**config.mk**
```make
export PLATFORM = sky130hd
export DESIGN_NAME = decode_stage
export DESIGN_NICKNAME = d
export VERILOG_FILES = /design/src/logic/mips_decode_pkg.sv /design/src/logic/alu_decoder.sv /design/src/logic/decode_stage.sv /design/src/logic/main_decoder.sv /design/src/logic/operand_select.sv /design/src/logic/register_file.sv
export SDC_FILE = /design/constraint.sdc
export NUM_CORES = 2
export LEC_CHECK = 0
export BUFFER_PORTS_ARGS = -buffer_cell sky130_fd_sc_hd__buf_2
export CAP_MARGIN = 20
export CORE_MARGIN = 10
export CORE_UTILIZATION = 55
export CTS_BUF_LIST = sky130_fd_sc_hd__clkbuf_2 sky130_fd_sc_hd__clkbuf_4 sky130_fd_sc_hd__clkbuf_8
export CTS_CLUSTER_DIAMETER = 60
export DETAILED_ROUTE_END_ITERATION = 7
export GPL_TIMING_DRIVEN = 0
export PLACE_DENSITY_LB_ADDON = 0.2
export SLEW_MARGIN = 20
export SYNTH_ARGS = -nofsm -noshare
export SYNTH_HDL_FRONTEND = slang
export SYNTH_SLANG_ARGS = --single-unit
```
**constraint.sdc**
```tcl
create_clock -name clk -period 1.8 [get_ports clk]
set_clock_uncertainty 0.2 [all_clocks]
set_input_delay 0.27 -clock clk [delete_from_list [all_inputs] [get_ports clk]]
set_output_delay 0.27 -clock clk [all_outputs]
set_load 0.005 [all_outputs]
```
**src/logic/mips_decode_pkg.sv**
```systemverilog
`default_nettype none

package mips_decode_pkg;

	// primary opcodes, instr[31:26]
	localparam logic [5:0] op_r_type = 6'b000000;
	localparam logic [5:0] op_regimm = 6'b000001;
	localparam logic [5:0] op_j      = 6'b000010;
	localparam logic [5:0] op_jal    = 6'b000011;
	localparam logic [5:0] op_beq    = 6'b000100;
	localparam logic [5:0] op_bne    = 6'b000101;
	localparam logic [5:0] op_blez   = 6'b000110;
	localparam logic [5:0] op_bgtz   = 6'b000111;
	localparam logic [5:0] op_addi   = 6'b001000;
	localparam logic [5:0] op_addiu  = 6'b001001;
	localparam logic [5:0] op_slti   = 6'b001010;
	localparam logic [5:0] op_sltiu  = 6'b001011;
	localparam logic [5:0] op_andi   = 6'b001100;
	localparam logic [5:0] op_ori    = 6'b001101;
	localparam logic [5:0] op_xori   = 6'b001110;
	localparam logic [5:0] op_lui    = 6'b001111;
	localparam logic [5:0] op_cop0   = 6'b010000;
	localparam logic [5:0] op_lb     = 6'b100000;
	localparam logic [5:0] op_lh     = 6'b100001;
	localparam logic [5:0] op_lw     = 6'b100011;
	localparam logic [5:0] op_lbu    = 6'b100100;
	localparam logic [5:0] op_lhu    = 6'b100101;
	localparam logic [5:0] op_sb     = 6'b101000;
	localparam logic [5:0] op_sh     = 6'b101001;
	localparam logic [5:0] op_sw     = 6'b101011;

	// r-type funct, instr[5:0]
	localparam logic [5:0] fn_sll   = 6'b000000;
	localparam logic [5:0] fn_srl   = 6'b000010;
	localparam logic [5:0] fn_sra   = 6'b000011;
	localparam logic [5:0] fn_sllv  = 6'b000100;
	localparam logic [5:0] fn_srlv  = 6'b000110;
	localparam logic [5:0] fn_srav  = 6'b000111;
	localparam logic [5:0] fn_jr    = 6'b001000;
	localparam logic [5:0] fn_jalr  = 6'b001001;
	localparam logic [5:0] fn_mfhi  = 6'b010000;
	localparam logic [5:0] fn_mthi  = 6'b010001;
	localparam logic [5:0] fn_mflo  = 6'b010010;
	localparam logic [5:0] fn_mtlo  = 6'b010011;
	localparam logic [5:0] fn_mult  = 6'b011000;
	localparam logic [5:0] fn_multu = 6'b011001;
	localparam logic [5:0] fn_div   = 6'b011010;
	localparam logic [5:0] fn_divu  = 6'b011011;
	localparam logic [5:0] fn_add   = 6'b100000;
	localparam logic [5:0] fn_addu  = 6'b100001;
	localparam logic [5:0] fn_sub   = 6'b100010;
	localparam logic [5:0] fn_subu  = 6'b100011;
	localparam logic [5:0] fn_and   = 6'b100100;
	localparam logic [5:0] fn_or    = 6'b100101;
	localparam logic [5:0] fn_xor   = 6'b100110;
	localparam logic [5:0] fn_nor   = 6'b100111;
	localparam logic [5:0] fn_slt   = 6'b101010;
	localparam logic [5:0] fn_sltu  = 6'b101011;

	// regimm branches, selected by rt
	localparam logic [4:0] rt_bltz   = 5'b00000;
	localparam logic [4:0] rt_bgez   = 5'b00001;
	localparam logic [4:0] rt_bltzal = 5'b10000;
	localparam logic [4:0] rt_bgezal = 5'b10001;

	// cop0 forms, selected by rs
	localparam logic [4:0] rs_mfc0 = 5'b00000;
	localparam logic [4:0] rs_mtc0 = 5'b00100;
	localparam logic [4:0] rs_eret = 5'b10000;

	typedef enum logic [1:0] {
		dst_rt = 2'b00,
		dst_rd = 2'b01,
		dst_ra = 2'b10
	} reg_dst_t;

	typedef enum logic [1:0] {
		src_alu = 2'b00,
		src_mem = 2'b01,
		src_cp0 = 2'b10
	} write_src_t;

	// field order follows the 14-bit control vector, reg_write is the msb
	typedef struct packed {
		logic       reg_write;
		reg_dst_t   reg_dst;
		logic       alu_src_pc;
		logic       alu_src_imm;
		write_src_t write_src;
		logic       hilo_read;
		logic       hilo_write;
		logic       branch;
		logic       unsign_extend;
		logic       jump;
		logic       cp0_write;
		logic       cp0_read;
	} control_t;

	typedef enum logic [3:0] {
		alu_add, alu_sub, alu_and, alu_or, alu_xor, alu_nor, alu_slt,
		alu_sltu, alu_sll, alu_srl, alu_sra, alu_lui, alu_none
	} alu_op_t;

	// writeback port into the register file
	typedef struct packed {
		logic        en;
		logic [4:0]  addr;
		logic [31:0] data;
	} reg_write_t;

	// bundle handed to execute
	typedef struct packed {
		control_t    ctrl;
		alu_op_t     alu_op;
		logic [31:0] rs_value;
		logic [31:0] rt_value;
		logic [31:0] imm_ext;
		logic [4:0]  shamt;
		logic [4:0]  dest;
		logic [31:0] link_addr;
		logic        reserved;
		logic [31:0] pc;
	} decoded_t;

endpackage

`default_nettype wire

```
**src/logic/alu_decoder.sv**
```systemverilog
`timescale 1ns/100ps
`default_nettype none

module alu_decoder (
	input  logic [5:0]               opcode,
	input  logic [5:0]               funct,
	output mips_decode_pkg::alu_op_t alu_op
);
	import mips_decode_pkg::*;

	alu_op_t r_type_op;

	// r-type operation straight from funct
	always_comb begin
		case (funct)
			fn_add, fn_addu:   r_type_op = alu_add;
			fn_sub, fn_subu:   r_type_op = alu_sub;
			fn_and:            r_type_op = alu_and;
			fn_or:             r_type_op = alu_or;
			fn_xor:            r_type_op = alu_xor;
			fn_nor:            r_type_op = alu_nor;
			fn_slt:            r_type_op = alu_slt;
			fn_sltu:           r_type_op = alu_sltu;
			fn_sll, fn_sllv:   r_type_op = alu_sll;
			fn_srl, fn_srlv:   r_type_op = alu_srl;
			fn_sra, fn_srav:   r_type_op = alu_sra;
			// jumps, hi/lo moves, mult/div
			default:           r_type_op = alu_none;
		endcase
	end

	always_comb begin
		case (opcode)
			op_r_type:
				alu_op = r_type_op;
			op_addi, op_addiu:
				alu_op = alu_add;
			op_slti:
				alu_op = alu_slt;
			op_sltiu:
				alu_op = alu_sltu;
			op_andi:
				alu_op = alu_and;
			op_ori:
				alu_op = alu_or;
			op_xori:
				alu_op = alu_xor;
			op_lui:
				alu_op = alu_lui;
			// address generation
			op_lb, op_lh, op_lw, op_lbu, op_lhu, op_sb, op_sh, op_sw:
				alu_op = alu_add;
			// equality compare
			op_beq, op_bne:
				alu_op = alu_sub;
			default:
				alu_op = alu_none;
		endcase
	end

endmodule

`default_nettype wire

```
**src/logic/decode_stage.sv**
```systemverilog
`timescale 1ns/100ps
`default_nettype none

module decode_stage (
	input  logic                         clk,
	input  logic                         arst_n,
	input  logic                         instr_valid,
	input  logic [31:0]                  instr,
	input  logic [31:0]                  pc,
	input  mips_decode_pkg::reg_write_t  wb,
	output logic                         ex_valid,
	output mips_decode_pkg::decoded_t    ex
);
	import mips_decode_pkg::*;

	control_t    ctrl;
	logic        reserved;
	alu_op_t     alu_op;
	logic [31:0] rs_value;
	logic [31:0] rt_value;
	logic [31:0] imm_ext;
	logic [4:0]  dest;
	logic [31:0] link_addr;
	decoded_t    ex_next;

	main_decoder u_main_decoder (
		.instr    (instr),
		.ctrl     (ctrl),
		.reserved (reserved)
	);

	alu_decoder u_alu_decoder (
		.opcode (instr[31:26]),
		.funct  (instr[5:0]),
		.alu_op (alu_op)
	);

	register_file u_register_file (
		.clk      (clk),
		.arst_n   (arst_n),
		.rs_addr  (instr[25:21]),
		.rt_addr  (instr[20:16]),
		.wb       (wb),
		.rs_value (rs_value),
		.rt_value (rt_value)
	);

	operand_select u_operand_select (
		.instr     (instr),
		.pc        (pc),
		.ctrl      (ctrl),
		.imm_ext   (imm_ext),
		.dest      (dest),
		.link_addr (link_addr)
	);

	always_comb begin
		ex_next.ctrl      = ctrl;
		ex_next.alu_op    = alu_op;
		ex_next.rs_value  = rs_value;
		ex_next.rt_value  = rt_value;
		ex_next.imm_ext   = imm_ext;
		ex_next.shamt     = instr[10:6];
		ex_next.dest      = dest;
		ex_next.link_addr = link_addr;
		ex_next.reserved  = reserved;
		ex_next.pc        = pc;
	end

	// stage register toward execute, bundle holds while idle
	always_ff @(posedge clk or negedge arst_n) begin
		if (!arst_n) begin
			ex_valid <= 1'b0;
			ex       <= '0;
		end else begin
			ex_valid <= instr_valid;
			if (instr_valid)
				ex <= ex_next;
		end
	end

endmodule

`default_nettype wire

```
**src/logic/main_decoder.sv**
```systemverilog
`timescale 1ns/100ps
`default_nettype none

module main_decoder (
	input  logic [31:0]                instr,
	output mips_decode_pkg::control_t  ctrl,
	output logic                       reserved
);
	import mips_decode_pkg::*;

	logic [5:0] opcode;
	logic [4:0] rs;
	logic [4:0] rt;
	logic [5:0] funct;

	assign opcode = instr[31:26];
	assign rs     = instr[25:21];
	assign rt     = instr[20:16];
	assign funct  = instr[5:0];

	// ctrl stays zero on every reserved path
	always_comb begin
		ctrl     = '0;
		reserved = 1'b0;
		case (opcode)
			op_r_type: begin
				case (funct)
					fn_mthi, fn_mtlo: begin
						ctrl.hilo_read  = 1'b1;
						ctrl.hilo_write = 1'b1;
					end
					fn_mfhi, fn_mflo: begin
						ctrl.reg_write = 1'b1;
						ctrl.reg_dst   = dst_rd;
						ctrl.hilo_read = 1'b1;
					end
					fn_mult, fn_multu, fn_div, fn_divu: begin
						ctrl.reg_write  = 1'b1;
						ctrl.reg_dst    = dst_rd;
						ctrl.hilo_write = 1'b1;
					end
					fn_jr: begin
						// rt, rd and shamt must all be zero
						if (instr[20:6] != 15'b0)
							reserved = 1'b1;
						else
							ctrl.jump = 1'b1;
					end
					fn_jalr: begin
						if (rt != 5'b0 || instr[10:6] != 5'b0) begin
							reserved = 1'b1;
						end else begin
							ctrl.reg_write  = 1'b1;
							ctrl.reg_dst    = dst_rd;
							ctrl.alu_src_pc = 1'b1;
							ctrl.jump       = 1'b1;
						end
					end
					default: begin
						ctrl.reg_write = 1'b1;
						ctrl.reg_dst   = dst_rd;
					end
				endcase
			end
			op_addi, op_addiu, op_slti, op_sltiu, op_andi, op_ori, op_xori: begin
				ctrl.reg_write   = 1'b1;
				ctrl.alu_src_imm = 1'b1;
			end
			op_lui: begin
				ctrl.reg_write     = 1'b1;
				ctrl.alu_src_imm   = 1'b1;
				ctrl.unsign_extend = 1'b1;
			end
			op_lb, op_lh, op_lw, op_lbu, op_lhu: begin
				ctrl.reg_write   = 1'b1;
				ctrl.alu_src_imm = 1'b1;
				ctrl.write_src   = src_mem;
			end
			op_sb, op_sh, op_sw:
				ctrl.alu_src_imm = 1'b1;
			op_beq, op_bne:
				ctrl.branch = 1'b1;
			op_blez, op_bgtz: begin
				if (rt != 5'b0)
					reserved = 1'b1;
				else
					ctrl.branch = 1'b1;
			end
			op_regimm: begin
				case (rt)
					rt_bltzal, rt_bgezal: begin
						ctrl.reg_write  = 1'b1;
						ctrl.reg_dst    = dst_ra;
						ctrl.alu_src_pc = 1'b1;
						ctrl.branch     = 1'b1;
					end
					rt_bltz, rt_bgez:
						ctrl.branch = 1'b1;
					default:
						reserved = 1'b1;
				endcase
			end
			op_j:
				ctrl.jump = 1'b1;
			op_jal: begin
				ctrl.reg_write  = 1'b1;
				ctrl.reg_dst    = dst_ra;
				ctrl.alu_src_pc = 1'b1;
				ctrl.jump       = 1'b1;
			end
			op_cop0: begin
				case (rs)
					rs_mfc0: begin
						ctrl.reg_write = 1'b1;
						ctrl.write_src = src_cp0;
						ctrl.cp0_read  = 1'b1;
					end
					rs_mtc0:
						ctrl.cp0_write = 1'b1;
					// eret carries no control of its own here
					rs_eret: ;
					default:
						reserved = 1'b1;
				endcase
			end
			default:
				reserved = 1'b1;
		endcase
	end

endmodule

`default_nettype wire

```
**src/logic/operand_select.sv**
```systemverilog
`timescale 1ns/100ps
`default_nettype none

module operand_select (
	input  logic [31:0]               instr,
	input  logic [31:0]               pc,
	input  mips_decode_pkg::control_t ctrl,
	output logic [31:0]               imm_ext,
	output logic [4:0]                dest,
	output logic [31:0]               link_addr
);
	import mips_decode_pkg::*;

	logic [5:0]  opcode;
	logic [15:0] imm;
	logic        zero_ext;

	assign opcode = instr[31:26];
	assign imm    = instr[15:0];

	// logical immediates zero-extend as well as lui
	assign zero_ext = ctrl.unsign_extend || opcode == op_andi ||
		opcode == op_ori || opcode == op_xori;

	assign imm_ext = zero_ext ? {16'b0, imm} : {{16{imm[15]}}, imm};

	always_comb begin
		case (ctrl.reg_dst)
			dst_rd:  dest = instr[15:11];
			dst_ra:  dest = 5'd31;
			default: dest = instr[20:16];
		endcase
	end

	// return address skips the delay slot
	assign link_addr = pc + 32'd8;

endmodule

`default_nettype wire

```
**src/logic/register_file.sv**
```systemverilog
`timescale 1ns/100ps
`default_nettype none

module register_file (
	input  logic                          clk,
	input  logic                          arst_n,
	input  logic [4:0]                    rs_addr,
	input  logic [4:0]                    rt_addr,
	input  mips_decode_pkg::reg_write_t   wb,
	output logic [31:0]                   rs_value,
	output logic [31:0]                   rt_value
);
	import mips_decode_pkg::*;

	// register zero has no storage
	logic [31:0] regs [1:31];

	always_ff @(posedge clk or negedge arst_n) begin
		if (!arst_n) begin
			for (int i = 1; i < 32; i++)
				regs[i] <= '0;
		end else if (wb.en && wb.addr != 5'd0) begin
			regs[wb.addr] <= wb.data;
		end
	end

	// same-cycle write is forwarded to the read ports
	always_comb begin
		if (rs_addr == 5'd0)
			rs_value = '0;
		else if (wb.en && wb.addr == rs_addr)
			rs_value = wb.data;
		else
			rs_value = regs[rs_addr];

		if (rt_addr == 5'd0)
			rt_value = '0;
		else if (wb.en && wb.addr == rt_addr)
			rt_value = wb.data;
		else
			rt_value = regs[rt_addr];
	end

endmodule

`default_nettype wire

```
# Yosys cells after proc, flatten, opt, wreduce, memory -nomap -nowiden

Memory sizes are Yosys's and may differ from the RTL's.
Index checks and enable logic that the tools add are counted.

Register bits after elaboration: 1182
ROM bits: 256
Input bits: 105
Output and inout port bits: 190
Word-level logic and storage cells: 180
Memories kept: 1

Memories:

| name            | words | bits a word | rd ports | clocked after Yosys merged registers in | write ports | line              | RTL |
|---|---|---|---|---|---|---|---|
| (no name shown) | 64    | 4           | 1        | 0                                       | 0           | alu_decoder.sv:15 | `case (funct)` |

Add/subtract/negate cells: 1
Order comparisons: 4
Equal/unequal tests: 43
Muxes and demuxes: 46
Bitwise gates (word level): 3
Reduce and logical (&&, ||, !) cells: 29

Operators with widths:

| cell                                                                  | number |
|---|---|
| 992-bit bitwise mux                                                   | 1 |
| 32-bit binary-select mux with 5-bit select                            | 2 |
| 32-bit 2-to-1 mux                                                     | 10 |
| 32-bit demux with 5-bit select                                        | 1 |
| 6-bit by 4-bit equality test with 1-bit output, second input constant | 10 |
| 6-bit by 5-bit equality test with 1-bit output, second input constant | 9 |
| 6-bit equality test, second input constant                            | 8 |
| 4-bit case mux with 9 select lines                                    | 1 |
| 32-bit by 4-bit adder with 32-bit output, second input constant       | 1 |
| 6-bit by 3-bit equality test with 1-bit output, second input constant | 4 |
| 20-bit OR reduction                                                   | 1 |
| 6-bit >= comparator, second input constant                            | 3 |
| 5-bit inverter with 6-bit output                                      | 3 |
| 1-bit 2-to-1 mux                                                      | 16 |
| 16-bit OR reduction                                                   | 1 |
| 5-bit equality test, second input constant                            | 3 |
| 15-bit nonzero test                                                   | 1 |
| 5-bit nonzero test                                                    | 3 |
| 14-bit OR reduction                                                   | 1 |
| 6-bit by 2-bit equality test with 1-bit output, second input constant | 2 |
| 5-bit equality test                                                   | 2 |
| 5-bit zero test                                                       | 2 |
| 5-bit case mux with 2 select lines                                    | 1 |
| 10-bit OR reduction                                                   | 1 |
| 23 further kinds                                                      | 39 |

# Logic depth before layout (Yosys ltp)

Depth after elaboration: 7
Depth in mapped cells: 11
Gate-level depth less buffers: 9

# By module

Synthesis repeated with hierarchy kept, for this count alone.

Cells, all modules: 4497
Area, all modules: 63674.8 um^2

Modules (own cells, without submodules):

| module         | instances | cells an instance | area each (um^2) | sequential area each (um^2) |
|---|---|---|---|---|
| register_file  | 1         | 3825              | 54476.0          | 24823.8 |
| decode_stage   | 1         | 400               | 7450.9           | 4754.6 |
| operand_select | 1         | 140               | 960.9            | 0.0 |
| main_decoder   | 1         | 85                | 521.8            | 0.0 |
| alu_decoder    | 1         | 47                | 265.3            | 0.0 |

# Worst setup path before layout

No wires, ideal clock.

Path kind: in2reg
Start: input instr[18]
End: register ex[67] (netlist name)
Library setup time: 0.125 ns
Arrival: 2.465 ns
Required time: 1.475 ns
Setup slack: -0.989 ns
Stages: 11
Buffers on the path: 2
Cell sequence: clkbuf_1 or3_1 nor4_1 and3_1 a21oi_1 inv_1 ha_1 clkbuf_1 a211oi_1 a21oi_1 mux2_2

RTL lines:

| element              | line               | RTL |
|---|---|---|
| from (decl)          | decode_stage.sv:8  | `input logic [31:0] instr,` |
| to (signal assigned) | decode_stage.sv:78 | `ex <= ex_next;` |
| to (decl)            | decode_stage.sv:12 | `output mips_decode_pkg::decoded_t ex` |

# Final worst setup path

Start: input instr[23]
End: register ex[154] (netlist name)

Longest elaborated chain between the ends: 6
Elaborated cells on any way between the ends: 9
Those cells by class: eq/ne (1); mux (5); bitwise (1); reduce/logical (2)

Ends and longest elaborated chain:

| element                                                | line                | RTL |
|---|---|---|
| 5-bit inverter with 6-bit output (not written as such) | register_file.sv:34 | `rs_value = regs[rs_addr];` |
| 32-bit binary-select mux with 5-bit select             | register_file.sv:34 |  |
| 32-bit 2-to-1 mux (not written as such) (2 in a row)   | register_file.sv:34 |  |
| 32-bit 2-to-1 mux                                      | register_file.sv:31 | `else if (wb.en && wb.addr == rs_addr)` |
| 32-bit 2-to-1 mux (*)                                  | register_file.sv:29 | `if (rs_addr == 5'd0)` |

Mark *: on every way between the ends. The rest lies on a longest branch, timed or not. The select of a mux whose other input is x is not followed.
A chain may end at the register's enable or synchronous reset.

==> out/results.tsv <==
stage	metric	value	unit
yosys	avgSynthCellArea	12.0	sq um
yosys	synth_cell_types	62	
worst_setup_path	cp_common_cell	buf_2	
outcome	violations	hold timing, setup timing	
worst_setup_path	ff2ff_setup_slack	-0.37	ns
worst_setup_path	timing.critical_path.slowest_cell_delay	0.55	ns
yosys	ys_warn_count	0	
route	viasPerCell	6.81	
worst_setup_path	cp-end-kind	flop	
worst_setup_path	rr_endpoint	ex[149]$_DFFE_PN0P_	
sta	worst_slew_pin_slew	1.14	ns
power_and_ir_drop	total_power	78.4	mW
global_routing	grt_pass1_wl	331	mm
route	first_pass_iters	6	
yosys	synthCells	4956	
yosys	synth_top_area_share	48.9	%
yosys	ys_seq_area_share	48.9	%
route	routed_wl	235	mm
worst_setup_path	critPathMaxFanout	10	
power_and_ir_drop	peakVddDrop	0.000787	V
clock_tree	clock_latency	0.92	ns
die	die_h	348	um
layout	nets	5960	
layout	layout-area-overhead-vs-synth	25.4	%
global_routing	antenna_found_initial	10	
yosys	synth_top_area_cell	dfrtp_1	
sta	worst_hold_slack	-0.512	ns
outcome	status	complete, but fails checks	
sta	final.setup.tns	-47.99	ns
sta	period_share	124	%
placed_design	place.gp.congestion	0.970	
route	ant_nets	0	
min_path	hold_class	input port to async pin	
route	routedWlPerCell	31.7	um
die	placementRows	120	
clock_tree	clock_path_buffers	3	
placed_design	portBuffers	279	
worst_setup_path	cp.required	2.43	ns
yosys	synthArstFlopShare	100	%
yosys	synthFlopType	dfrtp_1	
worst_setup_path	critical_path_arrival	2.85	ns
global_routing	busiest_layer	met2	
worst_setup_path	crit_type	input port to flop	
yosys	synth_commonest_cells	dfrtp_1, nand2_1, o21ai_0	
yosys	yosysMostFrequentCell	dfrtp_1	
route	num_vias	50400	
global_routing	met2_usage	53.9	%
route	drc_errors	0	
placed_design	place_ws	-2.15	ns
worst_setup_path	start_kind	input port	
sta	layout_min_cycle_time	2.22	ns
clock_tree	cts.sinks	1158	
clock_tree	root_buffer	clkbuf_8	
die	die_width	348	um
route	dr.first_iter.drc_count	6707	
sta	slew_headroom	24.3	%
yosys	synthTopCellsByArea	dfrtp_1, mux4_2, mux2_2	
global_routing	grt_use_total	36.8	%
yosys	ys_seq_elements	1158	
sta	setup-violations-final	335	
layout	layout-drive-gt1-share	38.6	%
run	drv_cap	0	
clock_tree	cts_tree	done	
clock_tree	cts.clk_slew.worst_paths	0.07	ns
yosys	syn_nets	5064	
die	core_area	107000	sq um
clock_tree	htree_levels	4	
worst_setup_path	worst-r2r-cell-count	5	
sta	slew_violations	0	
placed_design	hpwl	161	mm
global_routing	grt_pass1_vias	49300	
die	die_area	121000	sq um
die	initial_core_util	55.4	%
global_routing	grt_use_met1	47.4	%
yosys	synth_edf_count	0	
power_and_ir_drop	p_per_area	1050	nW/um^2
worst_setup_path	crit_chain	buf_2 > inv_1 > buf_2 > buf_4 > clkbuf_4 > a211oi_2 > nor4_4 > a221o_1	
yosys	netlist_area	59300	sq um
global_routing	overflow	0	
sta	hold_violations	370	
power_and_ir_drop	p_leak	32.5	nW
worst_setup_path	slowest_stage	nor4_4	
worst_setup_path	r2r-start	u_register_file.regs[426]$_DFFE_PN0P_	
die	io_pins	295	
global_routing	grt_use_met3	14.3	%
sta	fmax	450	MHz
sta	setup_ws	-0.424	ns
sta	rsz0062_at_grt	yes	
global_routing	grt_max_degree	131	
clock_tree	cts_inserted_buffers	189	
worst max-delay path, delay by kind of cell:
family                 cells  cell delay (ns)
AO/OA/AOI/OAI              2             0.36
AND/OR/NAND/NOR            1             0.55
buffers and inverters      5             1.64
flip-flops by register name, summed over array words and instances (netlist names):
name	count
ex_valid	1
u_register_file.regs	992
ex	165
cell usage in the layout, fill, tap and decap left out, types with 15 or more instances in the layout:
cell / n
nand2_1: 737
a211oi_2: 22
dlygate4sd3_1: 179
clkbuf_4: 63
nand3_1: 16
mux2i_4: 20
a221oi_1: 32
a2111oi_4: 21
clkbuf_2: 60
dfrtp_1: 1142
o21ai_1: 110
mux2_4: 39
o22a_4: 16
nor2_1: 111
buf_12: 22
mux2i_1: 109
buf_4: 245
clkbuf_1: 251
mux4_2: 413
nor4_2: 21
o22ai_1: 30
a2bb2oi_1: 32
mux2_2: 497
xor2_1: 15
a21oi_1: 50
buf_6: 100
xnor2_1: 22
a32oi_1: 27
o21ai_0: 540
nor4_4: 16
and2_1: 34
o22ai_4: 28
clkbuf_8: 271
nand4b_1: 33
dfrtp_2: 16
buf_8: 18
buf_16: 15
a221o_1: 33
inv_1: 47
buf_2: 279
worst max-delay path by stage:
stage / from / slack [ns] / endpoint
6_report: instr[23] / -0.42 / ex[154]$_DFFE_PN0P_
5_1_grt: ex[105]$_DFFE_PN0P_ / -0.45 / ex[96]
4_1_cts: ex[105]$_DFFE_PN0P_ / -0.41 / ex[100]
3_5_place_dp: instr[23] / -2.15 / ex[154]$_DFFE_PN0P_
3_3_place_gp: arst_n / -25.26 / u_register_file.regs[284]$_DFFE_PN0P_
2_1_floorplan: instr[17] / -0.74 / ex[67]$_DFFE_PN0P_
per-stage QoR:
stage | std cells | cell area, sq um | utilization (%)
finish | 7398 | 74400 | 69.5
global placement | 6638 | 63400 | 59.2
detailed placement | 6648 | 63700 | 59.5
floorplan | 4956 | 60200 | -
CTS | 7285 | 72400 | 67.6
global route | 7396 | 74400 | 69.5
kinds of logic after synthesis:
group           Yosys count  share of synthesized area (%)
flops                  1158                           48.9
mux                    1082                           28.1
simple gates           1080                           7.85
compound gates         1029                           10.4
buf+inv                 567                           4.16
xor+xnor                 37                          0.546
fa+ha+maj                 3                         0.0633
per-layer routing:
| metal | share of wire (%) | wire, um |
|---|---|---|
| met5 | 0.029 | 69 |
| met2 | 44 | 102000 |
| met1 | 36 | 84900 |
| met3 | 14 | 33000 |
| met4 | 6.2 | 14500 |
layout make-up:
class	count	area, sq um
timing repair buffer	709	5950
fill	7349	32700
clock buffer	303	3890
inverter	49	184
clock inverter	25	243
antenna	6	15.0
sequential	1158	29000
multi-input combinational	3231	30100
buffer	514	3210
tap	1403	1760
power breakdown:
part	internal (mW)	switching (mW)	total [mW]	leakage [nW]
clock network	14.2	11.2	25.3	2.18
logic	9.68	8.94	18.6	15.5
registers	30.7	3.78	34.5	14.8
timing repair:
action,4_1_cts,5_1_grt
hold buffers,183,28
hold endpoints to repair,1590,300
buffers inserted,128,99
pin swaps,25,51
endpoints found under the setup margin,397,1090
resized for setup,345,273
gates cloned,0,5
(Power assumes the default switching activity.)
